--- src/verilog/sys_arr_pkg.sv ---
`default_nettype none

package sys_arr_pkg;

    localparam int LANES   = 4;     // adder lanes in one row
    localparam int EXP_W   = 5;
    localparam int FRAC_W  = 10;
    localparam int ALIGN_W = 13;    // hidden bit, fraction, two guard bits

    localparam logic [15:0] FP16_INF = 16'h7C00;    // returned on overflow, sign dropped

    typedef struct packed {
        logic              sign;
        logic [EXP_W-1:0]  exp;
        logic [FRAC_W-1:0] frac;
    } fp16_fields_t;

    // one binary16 word, seen as raw bits or as its fields
    typedef union packed {
        logic [15:0]  raw;
        fp16_fields_t f;
    } fp16_t;

    // stage one to stage two
    typedef struct packed {
        logic               sign_shifted;
        logic [ALIGN_W-1:0] frac_shifted;
        logic               sign_unshifted;
        logic [ALIGN_W-1:0] frac_unshifted;
        logic [EXP_W-1:0]   exp_max;
    } align_stage_t;

    // stage two to stage three
    typedef struct packed {
        logic               sign;
        logic [ALIGN_W-1:0] sum;
        logic               carry;
        logic [EXP_W-1:0]   exp_max;
    } sum_stage_t;

    typedef struct packed {
        fp16_t [LANES-1:0] a;
        fp16_t [LANES-1:0] b;
    } operand_vec_t;

    typedef fp16_t [LANES-1:0] result_vec_t;

endpackage

`default_nettype wire

--- src/verilog/fp16_align.sv ---
`timescale 1ns/1ps
`default_nettype none

module fp16_align import sys_arr_pkg::*; (
    input  fp16_t        in_a,
    input  fp16_t        in_b,
    output align_stage_t aligned
);

    logic               a_zero, b_zero;
    logic               a_larger;
    logic [EXP_W-1:0]   exp_diff;
    logic [ALIGN_W-1:0] frac_a, frac_b;

    // zero exponent field means the operand is zero, fraction ignored
    assign a_zero = (in_a.f.exp == '0);
    assign b_zero = (in_b.f.exp == '0);

    assign frac_a = a_zero ? '0 : {1'b1, in_a.f.frac, 2'b00};
    assign frac_b = b_zero ? '0 : {1'b1, in_b.f.frac, 2'b00};

    assign a_larger = (in_a.f.exp >= in_b.f.exp);   // ties keep a unshifted
    assign exp_diff = a_larger ? (in_a.f.exp - in_b.f.exp) : (in_b.f.exp - in_a.f.exp);

    always_comb begin
        if (a_larger) begin
            aligned.sign_unshifted = in_a.f.sign;
            aligned.frac_unshifted = frac_a;
            aligned.sign_shifted   = in_b.f.sign;
            aligned.frac_shifted   = frac_b >> exp_diff;    // bits shifted out are lost
            aligned.exp_max        = in_a.f.exp;
        end else begin
            aligned.sign_unshifted = in_b.f.sign;
            aligned.frac_unshifted = frac_b;
            aligned.sign_shifted   = in_a.f.sign;
            aligned.frac_shifted   = frac_a >> exp_diff;
            aligned.exp_max        = in_b.f.exp;
        end
    end

endmodule

`default_nettype wire

--- src/verilog/fp16_sum.sv ---
`timescale 1ns/1ps
`default_nettype none

module fp16_sum import sys_arr_pkg::*; (
    input  align_stage_t aligned,
    output sum_stage_t   summed
);

    logic [ALIGN_W:0] wide_sum;     // carry in the top bit
    logic             unshifted_larger;

    assign unshifted_larger = (aligned.frac_unshifted >= aligned.frac_shifted);

    always_comb begin
        if (aligned.sign_shifted == aligned.sign_unshifted) begin
            wide_sum    = {1'b0, aligned.frac_unshifted} + {1'b0, aligned.frac_shifted};
            summed.sign = aligned.sign_unshifted;
        end else if (unshifted_larger) begin
            wide_sum    = {1'b0, aligned.frac_unshifted - aligned.frac_shifted};
            summed.sign = aligned.sign_unshifted;
        end else begin
            wide_sum    = {1'b0, aligned.frac_shifted - aligned.frac_unshifted};
            summed.sign = aligned.sign_shifted;
        end
        if (wide_sum == '0) begin
            summed.sign = 1'b0;     // exact cancellation gives +0
        end
        summed.carry   = wide_sum[ALIGN_W];
        summed.sum     = wide_sum[ALIGN_W-1:0];
        summed.exp_max = aligned.exp_max;
    end

endmodule

`default_nettype wire

--- src/verilog/fp16_normalize.sv ---
`timescale 1ns/1ps
`default_nettype none

module fp16_normalize import sys_arr_pkg::*; (
    input  sum_stage_t summed,
    output fp16_t      result,
    output logic       overflow
);

    logic [3:0]              lead_zeros;
    logic [ALIGN_W-1:0]      mant;
    logic signed [EXP_W+1:0] exp_n;     // room for underflow below zero and carry above 31
    logic                    is_zero;

    // count leading zeros, the highest set bit is assigned last
    always_comb begin
        lead_zeros = 4'(ALIGN_W);
        for (int i = 0; i < ALIGN_W; i++) begin
            if (summed.sum[i]) begin
                lead_zeros = 4'(ALIGN_W - 1 - i);
            end
        end
    end

    always_comb begin
        is_zero = 1'b0;
        if (summed.carry) begin
            mant  = {1'b1, summed.sum[ALIGN_W-1:1]};    // one place right
            exp_n = $signed({2'b00, summed.exp_max}) + 7'sd1;
        end else begin
            mant    = summed.sum << lead_zeros;
            exp_n   = $signed({2'b00, summed.exp_max}) - $signed({3'b000, lead_zeros});
            is_zero = (summed.sum == '0);
        end
    end

    always_comb begin
        result.raw = '0;
        overflow   = 1'b0;
        if (is_zero || exp_n < 7'sd1) begin
            result.raw = '0;                // flush to +0
        end else if (exp_n >= 7'sd31) begin
            result.raw = FP16_INF;
            overflow   = 1'b1;
        end else begin
            result.f.sign = summed.sign;
            result.f.exp  = exp_n[EXP_W-1:0];
            result.f.frac = mant[ALIGN_W-2:2];  // guard bits truncated
        end
    end

endmodule

`default_nettype wire

--- src/verilog/sysarr_add.sv ---
`timescale 1ns/1ps
`default_nettype none

module sysarr_add import sys_arr_pkg::*; (
    input  logic  clk,
    input  logic  nRST,
    input  logic  start,
    input  fp16_t add_input1,
    input  fp16_t add_input2,
    output fp16_t add_output,
    output logic  value_ready,
    output logic  overflow
);

    logic         run_latched;
    logic         run;
    logic         start_s2, start_s3;   // start marker riding along with the data
    align_stage_t align_d, align_q;
    sum_stage_t   sum_d, sum_q;

    // held from start until the marker reaches stage three
    always_ff @(posedge clk, negedge nRST) begin
        if (!nRST) begin
            run_latched <= 1'b0;
        end else begin
            run_latched <= (run_latched | start) & ~start_s3;
        end
    end

    assign run         = run_latched | start;   // no lost cycle after start
    assign value_ready = ~run;

    fp16_align align_i (.in_a(add_input1), .in_b(add_input2), .aligned(align_d));

    always_ff @(posedge clk, negedge nRST) begin
        if (!nRST) begin
            align_q  <= '0;
            start_s2 <= 1'b0;
        end else if (run) begin
            align_q  <= align_d;
            start_s2 <= start;
        end
    end

    fp16_sum sum_i (.aligned(align_q), .summed(sum_d));

    always_ff @(posedge clk, negedge nRST) begin
        if (!nRST) begin
            sum_q    <= '0;
            start_s3 <= 1'b0;
        end else if (run) begin
            sum_q    <= sum_d;
            start_s3 <= start_s2;
        end
    end

    // last stage is combinational off the stage-two register
    fp16_normalize norm_i (.summed(sum_q), .result(add_output), .overflow(overflow));

endmodule

`default_nettype wire

--- src/verilog/psum_feeder.sv ---
`timescale 1ns/1ps
`default_nettype none

module psum_feeder import sys_arr_pkg::*; (
    input  logic         clk,
    input  logic         nRST,
    input  logic         load,
    input  operand_vec_t operands,
    input  logic         done,
    output logic         start,
    output operand_vec_t lane_ops,
    output logic         idle
);

    logic accept;

    assign accept = load & idle;    // loads while busy are dropped

    always_ff @(posedge clk, negedge nRST) begin
        if (!nRST) begin
            idle  <= 1'b1;
            start <= 1'b0;
        end else begin
            start <= accept;        // one pulse, the cycle after acceptance
            if (accept) begin
                idle <= 1'b0;
            end else if (done) begin
                idle <= 1'b1;
            end
        end
    end

    // operands are held for the lanes until the next accepted load
    always_ff @(posedge clk) begin
        if (accept) begin
            lane_ops <= operands;
        end
    end

endmodule

`default_nettype wire

--- src/verilog/psum_drain.sv ---
`timescale 1ns/1ps
`default_nettype none

module psum_drain import sys_arr_pkg::*; (
    input  logic             clk,
    input  logic             nRST,
    input  logic             lane_ready,
    input  result_vec_t      lane_results,
    input  logic [LANES-1:0] lane_ovf,
    output logic             done,
    output result_vec_t      results,
    output logic [LANES-1:0] ovf_mask
);

    logic lanes_busy;   // lanes dropped ready since the last capture
    logic capture;

    assign capture = lane_ready & lanes_busy;   // rising edge of readiness

    always_ff @(posedge clk, negedge nRST) begin
        if (!nRST) begin
            lanes_busy <= 1'b0;
            done       <= 1'b0;
            ovf_mask   <= '0;
        end else begin
            done <= capture;
            if (!lane_ready) begin
                lanes_busy <= 1'b1;
            end else if (capture) begin
                lanes_busy <= 1'b0;
                ovf_mask   <= lane_ovf;
            end
        end
    end

    // results stay put until the next capture
    always_ff @(posedge clk) begin
        if (capture) begin
            results <= lane_results;
        end
    end

endmodule

`default_nettype wire

--- src/verilog/sysarr_add_row.sv ---
`timescale 1ns/1ps
`default_nettype none

module sysarr_add_row import sys_arr_pkg::*; (
    input  logic             clk,
    input  logic             nRST,
    input  logic             load,
    input  operand_vec_t     operands,
    output logic             idle,
    output logic             done,
    output result_vec_t      results,
    output logic [LANES-1:0] ovf_mask
);

    logic             start;
    operand_vec_t     lane_ops;
    result_vec_t      lane_out;
    logic [LANES-1:0] lane_ready;
    logic [LANES-1:0] lane_ovf;

    psum_feeder feeder_i (
        .clk(clk), .nRST(nRST), .load(load), .operands(operands), .done(done),
        .start(start), .lane_ops(lane_ops), .idle(idle)
    );

    // identical lanes, all started by the same pulse
    for (genvar i = 0; i < LANES; i++) begin : g_lane
        sysarr_add lane_i (
            .clk(clk), .nRST(nRST), .start(start),
            .add_input1(lane_ops.a[i]), .add_input2(lane_ops.b[i]),
            .add_output(lane_out[i]), .value_ready(lane_ready[i]), .overflow(lane_ovf[i])
        );
    end

    // lanes run in lockstep, so all-ready matches lane 0 ready
    psum_drain drain_i (
        .clk(clk), .nRST(nRST), .lane_ready(&lane_ready), .lane_results(lane_out),
        .lane_ovf(lane_ovf), .done(done), .results(results), .ovf_mask(ovf_mask)
    );

endmodule

`default_nettype wire

--- config.mk ---
export PLATFORM = sky130hd
export DESIGN_NAME = sysarr_add_row
export DESIGN_NICKNAME = d
export VERILOG_FILES = /design/src/verilog/sys_arr_pkg.sv /design/src/verilog/fp16_align.sv /design/src/verilog/fp16_sum.sv /design/src/verilog/fp16_normalize.sv /design/src/verilog/sysarr_add.sv /design/src/verilog/psum_feeder.sv /design/src/verilog/psum_drain.sv /design/src/verilog/sysarr_add_row.sv
export SDC_FILE = /design/constraint.sdc
export NUM_CORES = 1
export LEC_CHECK = 0
export ABC_AREA = 1
export BUFFER_PORTS_ARGS = -buffer_cell sky130_fd_sc_hd__buf_4
export CORE_ASPECT_RATIO = 1.5
export CORE_MARGIN = 3
export CORE_UTILIZATION = 35
export CTS_CLUSTER_SIZE = 8
export DETAILED_ROUTE_END_ITERATION = 8
export HOLD_SLACK_MARGIN = 0.1
export MAX_ROUTING_LAYER = met4
export PLACE_DENSITY = 0.59
export SLEW_MARGIN = 20
export SYNTH_ARGS = -nofsm -noshare
export SYNTH_HDL_FRONTEND = slang
export SYNTH_SLANG_ARGS = --single-unit
--- constraint.sdc ---
create_clock -name clk -period 5.22 [get_ports clk]
set_clock_uncertainty 0.15 [all_clocks]
set_input_delay 1.566 -clock clk [delete_from_list [all_inputs] [get_ports clk]]
set_output_delay 1.566 -clock clk [all_outputs]
set_load 0.05 [all_outputs]
* Word-level counts from Yosys, hierarchy flattened *
Index checks and enable logic that the tools add are counted.

storage, ports and cells
  register bits after elaboration = 424
  input port bits = 131

cells by class
  $add $sub $neg = 28
  magnitude comparators = 16
  equal/unequal tests = 5
  shift-type cells = 12
  muxes and demuxes = 116
  bitwise logic cells = 18
  reductions and logical operators = 27

operator list
  kind                                                                number
  2-to-1 mux 4 bit                                                    48
  2-to-1 mux 13 bit                                                   12
  2-to-1 mux 33 bit                                                   4
  right shift 13 x 5 -> 13 bit                                        8
  subtractor 13 bit                                                   8
  2-to-1 mux 15 bit                                                   4
  adder 13 x 13 -> 14 bit                                             4
  logical NOT 14 bit                                                  4
  2-to-1 mux 14 bit                                                   4
  greater-or-equal comparator 13 bit                                  4
  logical NOT 13 bit                                                  4
  left shift 13 x 4 -> 12 bit                                         4
  2-to-1 mux 12 bit                                                   4
  logical NOT 5 bit                                                   8
  subtractor 5 bit                                                    8
  2-to-1 mux 1 bit                                                    32
  greater-or-equal comparator 7 x 6 -> 1 bit (second input constant)  4
  < comparator 7 x 2 -> 1 bit (second input constant)                 4
  2-to-1 mux 7 bit                                                    4
  adder 5 x 1 -> 6 bit (second input constant)                        4
  subtractor 5 x 4 -> 6 bit                                           4
  greater-or-equal comparator 5 bit                                   4
  2-to-1 mux 5 bit                                                    4
  NOT 1 bit                                                           8
  9 further kinds                                                     26

* Depth between registers and ports, before layout *
Gate-level depths: netlist (run 1).

  depth in word-level cells = 18
  mapped depth = 30

* Modules after synthesis *
Synthesis (run 1) repeated with hierarchy kept, for this count alone.

unflattened totals
  cells, all modules = 5262
  area, all modules = 36573.8 µm²

by module, submodules not included
  module                                        times used  cells an instance  area an instance (µm²)  sequential area each (µm²)
  sysarr_add                                    4           241                2212.1                  1401.3
  fp16_sum (g_lane[1].lane_i.sum_i ...)         2           507                2720.1                  0.0
  fp16_align (g_lane[0].lane_i.align_i ...)     3           281                1526.5                  0.0
  psum_feeder                                   1           134                3912.5                  3895.0
  fp16_sum (g_lane[0].lane_i.sum_i)             1           511                2842.7                  0.0
  fp16_sum (g_lane[3].lane_i.sum_i)             1           506                2730.1                  0.0
  fp16_normalize (g_lane[2].lane_i.norm_i ...)  2           234                1189.9                  0.0
  fp16_normalize (g_lane[0].lane_i.norm_i ...)  2           223                1114.8                  0.0
  psum_drain                                    1           85                 2135.8                  2072.0
  fp16_align (g_lane[2].lane_i.align_i)         1           288                1463.9                  0.0
  sysarr_add_row                                1           3                  11.3                    0.0

* Worst setup path before layout (run 1) *
OpenSTA, ideal clock, no wires.

  path kind = input to register
  start point = input load
  end point = register, netlist name feeder_i.lane_ops[0]
  setup time = 0.483 ns
  data arrival time = 4.131 ns
  path slack = 0.457 ns
  cell stages on the path = 2
  path through = nand2_1 inv_1

between the ends
  word-level cells in the longest chain between the ends = 1

RTL lines
  item                       RTL line             text
  start, declared            sysarr_add_row.sv:7  input logic load,
  bitwise AND 1 bit          psum_feeder.sv:17    assign accept = load & idle;
  named net feeder_i.accept  psum_feeder.sv:15    logic accept;

The timed path passes the listed nets, and every way through them passes these cells.
A chain may end at the register's enable or synchronous reset.

* Worst setup path after layout (run 1) *
  start point = register g_lane[0].lane_i.sum_q[7] in the netlist's numbering
  end point = register drain_i.results[2] in the netlist's numbering (data pin)

between the ends
  word-level cells in the longest chain between the ends = 17

RTL lines
  item                            RTL line              text
  start, declared                 sysarr_add.sv:19      sum_stage_t sum_d, sum_q;
  start signal, assigned          sysarr_add.sv:52      sum_q <= sum_d;
  2-to-1 mux 4 bit (12 in a row)  fp16_normalize.sv:19  if (summed.sum[i]) begin
  subtractor 5 x 4 -> 6 bit       fp16_normalize.sv:32  exp_n = $signed({2'b00, summed.exp_max}) - $signed({3'b000, lead_zeros});
  2-to-1 mux 7 bit                fp16_normalize.sv:27  if (summed.carry) begin
  < comparator 7 x 2 -> 1 bit     fp16_normalize.sv:40  if (is_zero || exp_n < 7'sd1) begin
  logical OR 1 bit                fp16_normalize.sv:40
  OR reduction 2 bit (no line)    n/a
  end signal, assigned            psum_drain.sv:39      results <= lane_results;
  end, declared                   psum_drain.sv:11      output result_vec_t results,

Several ways; a longest one is shown, not always the timed one.

==> impl_metrics.ini, run 1 <==
[place]
io_buffers = 200
dpl.hpwl_mm = 75.2
placed_area_um2 = 33200
routabilityCongestion = 0.969

[detailed_routing]
routed.top_layer = met4
first_pass_iters = 7
met1_length_mm = 38.0
detail-route-antenna-nets = 0
avgViaCountPerCell = 5.10
vias = 28500
dr_wl_met3_mm = 3.77
drtIter0Drc = 1613
route.detailed.drc = 0
wl_per_cell_um = 17.2
wl_met2_mm = 49.0
wirelength_mm = 96.0

[setup_path]
reg2reg_slack_ns = 1.27
critPathLaunchType = register
crit_type = reg -> reg
cp_max_fo = 9
end_kind = register
r2r_cells = 19
worstPathArrival_ns = 4.27
cp.required_ns = 5.55

[finish]
nets = 4724
syn_to_final_growth_pct = 13.5
fin_area_um2 = 35000
drive_gt1_share_pct = 8.62
fillers = 9262

[yosys]
synth.area.mux_share_pct = 0
yosys.area_share.simple_pct = 29.3
syn_area_per_cell_um2 = 7.24
synth_nets = 4593
synthAdderAreaFrac_pct = 8.76
ys_types = 59
yosys_register_bits = 416
ys_seq_area_share_pct = 36.9
synth_compound_area_share_pct = 12.8
syn-cell-area_um2 = 30800
yosys_warnings = 0
synth_top_area_cell = edfxtp_1
synthCells = 4258
synth_xor_area_share_pct = 2.95
synth_top_cells_by_area = edfxtp_1, dfrtp_1, nand2_1
synth_top_family_by_area = simple AND/OR/NAND/NOR gates
synth_top_area_share_pct = 18.7

[clocking]
cts.repair.resized = 0
numCtsBuffers = 59
cts.sinks = 416
clk_pin_slew_ns = 0.05
cts.path.max_buffers = 3
ctsHoldBuffers = 0
cts_tree = yes
root_buffer = clkbuf_16
cts.htree.levels = 2
clk_latency_ns = 0.65
cts_setup_buffers = 0

[timing]
max_freq_mhz = 253
setup_viol = 0
finalCriticalPeriod_ns = 3.95
post-route-period-util_pct = 75.6
setup-tns-final_ns = 0
maxSlewViolCount = 0
worst_pin_slew_ns = 1.12
rsz0062_at_grt = false
finalHoldViolCount = 0
relSlewSlack_pct = 25.0

[hold_path]
hold_class = reg -> reg
min_path_cells = 1

[floorplanning]
dieArea_um2 = 91800
ios = 201
die_h_um = 370
die_x_um = 248
design.core.area_um2 = 86900
rows = 132
initial_core_util_pct = 35.5

[global_route]
grt_pass1_wl_mm = 151
overflow = 0
grt_max_degree = 80
grt_pass1_vias = 28500
grt_util_all_layers_pct = 21.3
antenna_found_initial = 6

[run_status]
outcome = complete, no violations

[flow_run]
drv_cap = 0
## cell type report
class | count | area [um2] | share of cell area, %
Antenna cell | 5 | 12.5 | 0.0357
Clock buffer | 102 | 1710 | 4.88
Clock inverter | 3 | 52.6 | 0.150
Inverter | 550 | 2070 | 5.92
Multi-Input combinational cell | 3137 | 16700 | 47.6
Sequential cell | 416 | 11400 | 32.5
Tap cell | 1139 | 1430 | 4.07
Timing Repair Buffer | 225 | 1720 | 4.92
## critical path, cell delays in order, from the launching register on
cell      delay, ns
dfrtp_1        0.37
inv_1          0.11
nand2_1        0.08
nor3_1         0.31
inv_1          0.12
a21oi_2        0.37
clkinv_1       0.33
ha_1           0.39
inv_1          0.08
nor2_1         0.05
o21ai_0        0.13
nand2_1        0.06
nand2_1        0.07
xor2_1         0.22
nor3_1         0.07
nor2_1         0.09
inv_1          0.11
nor2_1         0.27
inv_1          0.21
a21oi_1        0.18
## metal layers
layer  vias up  track usage, %
li1      14300               -
met1     13100            23.4
met2       790            37.8
met3       276            2.49
met4         0            10.8
met5         -               -
## cells in the final DEF, fill, tap and decap left out, types with 26 or more instances in the layout
| cell | Yosys | layout |
|---|---|---|
| dfrtp_1 | 223 | 223 |
| clkbuf_1 | 78 | 36 |
| nor3_1 | 26 | 26 |
| nand2_1 | 1213 | 1213 |
| buf_4 | 19 | 222 |
| a22oi_1 | 37 | 37 |
| nor2_1 | 284 | 280 |
| edfxtp_1 | 192 | 192 |
| a21oi_1 | 238 | 238 |
| o21ai_0 | 274 | 274 |
| inv_1 | 522 | 520 |
| clkbuf_16 | 0 | 59 |
| a31oi_1 | 26 | 26 |
| ha_1 | 184 | 184 |
| nand4_1 | 66 | 66 |
| nand3_1 | 483 | 483 |
| xor2_1 | 90 | 90 |
## per-stage QoR
stage               setup slack, ns  std cells  hold WS [ns]  util [%]
finish                         1.27       5577         0.273      40.3
global route                  0.757       5576         0.284      40.3
CTS                            1.29       5572         0.271      40.3
detailed placement             1.33       5467         0.264      38.3
global placement               1.36       5467         0.257      38.3
floorplan                     0.457       4258         0.254         -
## worst paths after layout
path / startpoint / endpoint
max reg2reg: g_lane[0].lane_i.sum_q[7] / drain_i.results[2]
max: g_lane[0].lane_i.sum_q[7] / drain_i.results[2]
max in group asynchronous: nRST / feeder_i.idle
min in group asynchronous: nRST / g_lane[0].lane_i.align_q[28]
min: g_lane[1].lane_i.start_s3 / g_lane[1].lane_i.run_latched
min reg2reg: g_lane[1].lane_i.start_s3 / g_lane[1].lane_i.run_latched
## cell families (layout without fill, tap and decap cells)
logic type | Yosys count | in the layout
AND/OR/NAND/NOR | 2130 | 2130
buffers and inverters | 705 | 880
AO/OA/AOI/OAI | 699 | 699
flip-flops | 416 | 416
adder cells (fa/ha/maj) | 204 | 204
XOR/XNOR | 104 | 104
other | 0 | 5
## Yosys cell counts (all sizes together)
master	instances
dfrtp	223
or2	7
o221ai	1
edfxtp	192
a21o	13
a22oi	37
dfstp	1
nand4	66
fa	20
a221oi	5
o21ai	298
a21boi	4
ha	184
a31oi	30
inv	547
xor2	90
buf	75
a211oi	5
a21oi	245
nor2	296
clkbuf	80
o211ai	12
nand3	493
clkinv	3
o21a	6
nor3	27
xnor2	14
and2	2
nor4	9
o31ai	5
o22ai	21
nand2	1224
a221o	1
and3b	1
o21bai	16
nand3b	5
## flip-flops by register name (all words and copies together) (netlist names)
register,flops
drain_i.done,1
drain_i.lanes_busy,1
drain_i.ovf_mask,4
drain_i.results,64
feeder_i.idle,1
feeder_i.lane_ops,128
feeder_i.start,1
g_lane.lane_i.align_q,124
g_lane.lane_i.run_latched,4
g_lane.lane_i.start_s2,4
g_lane.lane_i.start_s3,4
g_lane.lane_i.sum_q,80
Power of run 1 is not shown: default switching activity piles up to over one toggle a cycle in this logic, so the estimate is an artifact.
==> inputs of run 2 (changes only) <==
clock period = 3.75 ns   (was 5.22 ns; I/O delays follow)
==> impl_metrics.ini, run 2 (synthesis results as in run 1) <==
[run_status]
outcome = complete, no violations

[timing]
maxSlewViolCount = 0
post-route-period-util_pct = 91.1
finalHoldViolCount = 0
relSlewSlack_pct = 45.1
finalCriticalPeriod_ns = 3.42
setup_viol = 0
max_freq_mhz = 293
worst_pin_slew_ns = 0.821

[finish]
largestRegisters = feeder_i.lane_ops: 128 flops, g_lane.lane_i.align_q: 124 flops, g_lane.lane_i.sum_q: 80 flops
top_register = feeder_i.lane_ops
drive_gt1_share_pct = 9.99
final_cell_count_no_fill = 5627
largest_reg_flops = 128
final_cell_mix = nand2_1, inv_1, nand3_1
syn_to_final_growth_pct = 14.9
nets = 4775
layout_commonest_cell = nand2_1

[flow_run]
drv_cap = 0

[place]
dp_cells = 5514
io_buffers = 200
routabilityCongestion = 0.977
dpl.hpwl_mm = 74.7

[global_route]
grt_pass1_vias = 28600
antenna_found_initial = 5
overflow = 0
grt_util_all_layers_pct = 21.1
grt_pass1_wl_mm = 150
grt_max_degree = 99

[floorplanning]
rows = 132
ios = 201
dieArea_um2 = 91800
initial_core_util_pct = 35.5
die_x_um = 248
design.core.area_um2 = 86900
die_h_um = 370

[clocking]
cts.sinks = 416
clk_latency_ns = 0.64
ctsHoldBuffers = 0
numCtsBuffers = 59
clk_pin_slew_ns = 0.06
cts_tree = yes
cts.path.max_buffers = 3
cts.htree.levels = 2
root_buffer = clkbuf_16

[detailed_routing]
first_pass_iters = 7
detail-route-antenna-nets = 0
wirelength_mm = 95.2
drtIter0Drc = 1660
avgViaCountPerCell = 5.08
wl_per_cell_um = 16.9
route.detailed.drc = 0
vias = 28600

[setup_path]
max_stage_delay_ns = 0.37
cp-startpoint = g_lane[3].lane_i.sum_q[7]
worstPathArrival_ns = 3.66
cp_max_fo = 9
critPathLaunchType = register
cp_slowest_cell = dfrtp_1
crit_type = reg -> reg
cp.required_ns = 3.99
r2r-start = g_lane[3].lane_i.sum_q[7]
crit_top_cell = nand2_1
end_kind = register

[hold_path]
hold_class = in -> async
[run 2: cell types whose count changed in the layout (fill, tap and decap cells not counted), sizes merged]
cell      before  now
buf          225  276
bufinv         0    1
clkbuf       102  101
clkinv         6    5
clkinvlp       0    1
diode          5    3
inv          547  548
[run 2: metal layers]
metal	GRT usage [%]	share of wire [%]	vias to the layer above
li1	-	-	14400
met1	23.4	40	13200
met2	37.3	51	785
met3	2.10	3.9	257
met4	10.7	5.2	0
met5	-	0	-
[run 2: worst max-delay path: cells and delay by family, from the launching register on]
kind / cells / cell delay, ns
AO/OA/AOI/OAI: 1 / 0.08
AND/OR/NAND/NOR: 20 / 1.44
XOR/XNOR: 1 / 0.13
flip-flops: 1 / 0.37
buffers and inverters: 5 / 0.45
adder cells (fa/ha/maj): 2 / 0.58
[run 2: timing repair]
| item | 4_1_cts | 5_1_grt |
|---|---|---|
| setup endpoints to repair | 0 | 49 |
| gates resized for setup | 0 | 22 |
| setup buffers | 0 | 4 |
[run 2: final timing paths]
check / cells after the start / slack (ns) / to
setup / recovery: 29 / 0.33 / drain_i.results[54]
hold / removal: 1 / 0.26 / g_lane[0].lane_i.sum_q[15]
setup reg to reg: 29 / 0.33 / drain_i.results[54]
hold reg to reg: 1 / 0.27 / g_lane[0].lane_i.run_latched
max in group asynchronous: 2 / 2.44 / g_lane[3].lane_i.align_q[18]
min in group clk: 1 / 0.27 / g_lane[0].lane_i.run_latched
[run 2: cell type report]
type,count,area (um2)
diodes,3,7.51
clock buffers,101,1660
clock inverters,5,61.3
fillers,9213,51400
inverters,550,2080
multi-input cells,3137,16700
flip-flops and latches,416,11400
well taps,1139,1430
repair buffers,276,2120
[run 2: stage by stage]
stage	setup slack [ns]	hold WS, ns	TNS [ns]	utilization [%]	cell area, um2
3_3_place_gp	0.205	0.257	0	38.7	33600
5_1_grt	-0.0328	0.272	-0.0328	40.8	35400
4_1_cts	0.145	0.236	0	40.7	35300
2_1_floorplan	0.0869	0.254	0	-	30900
6_report	0.335	0.260	0	40.8	35400
3_5_place_dp	0.180	0.266	0	38.7	33600
Power of run 2 is left out for the same reason.
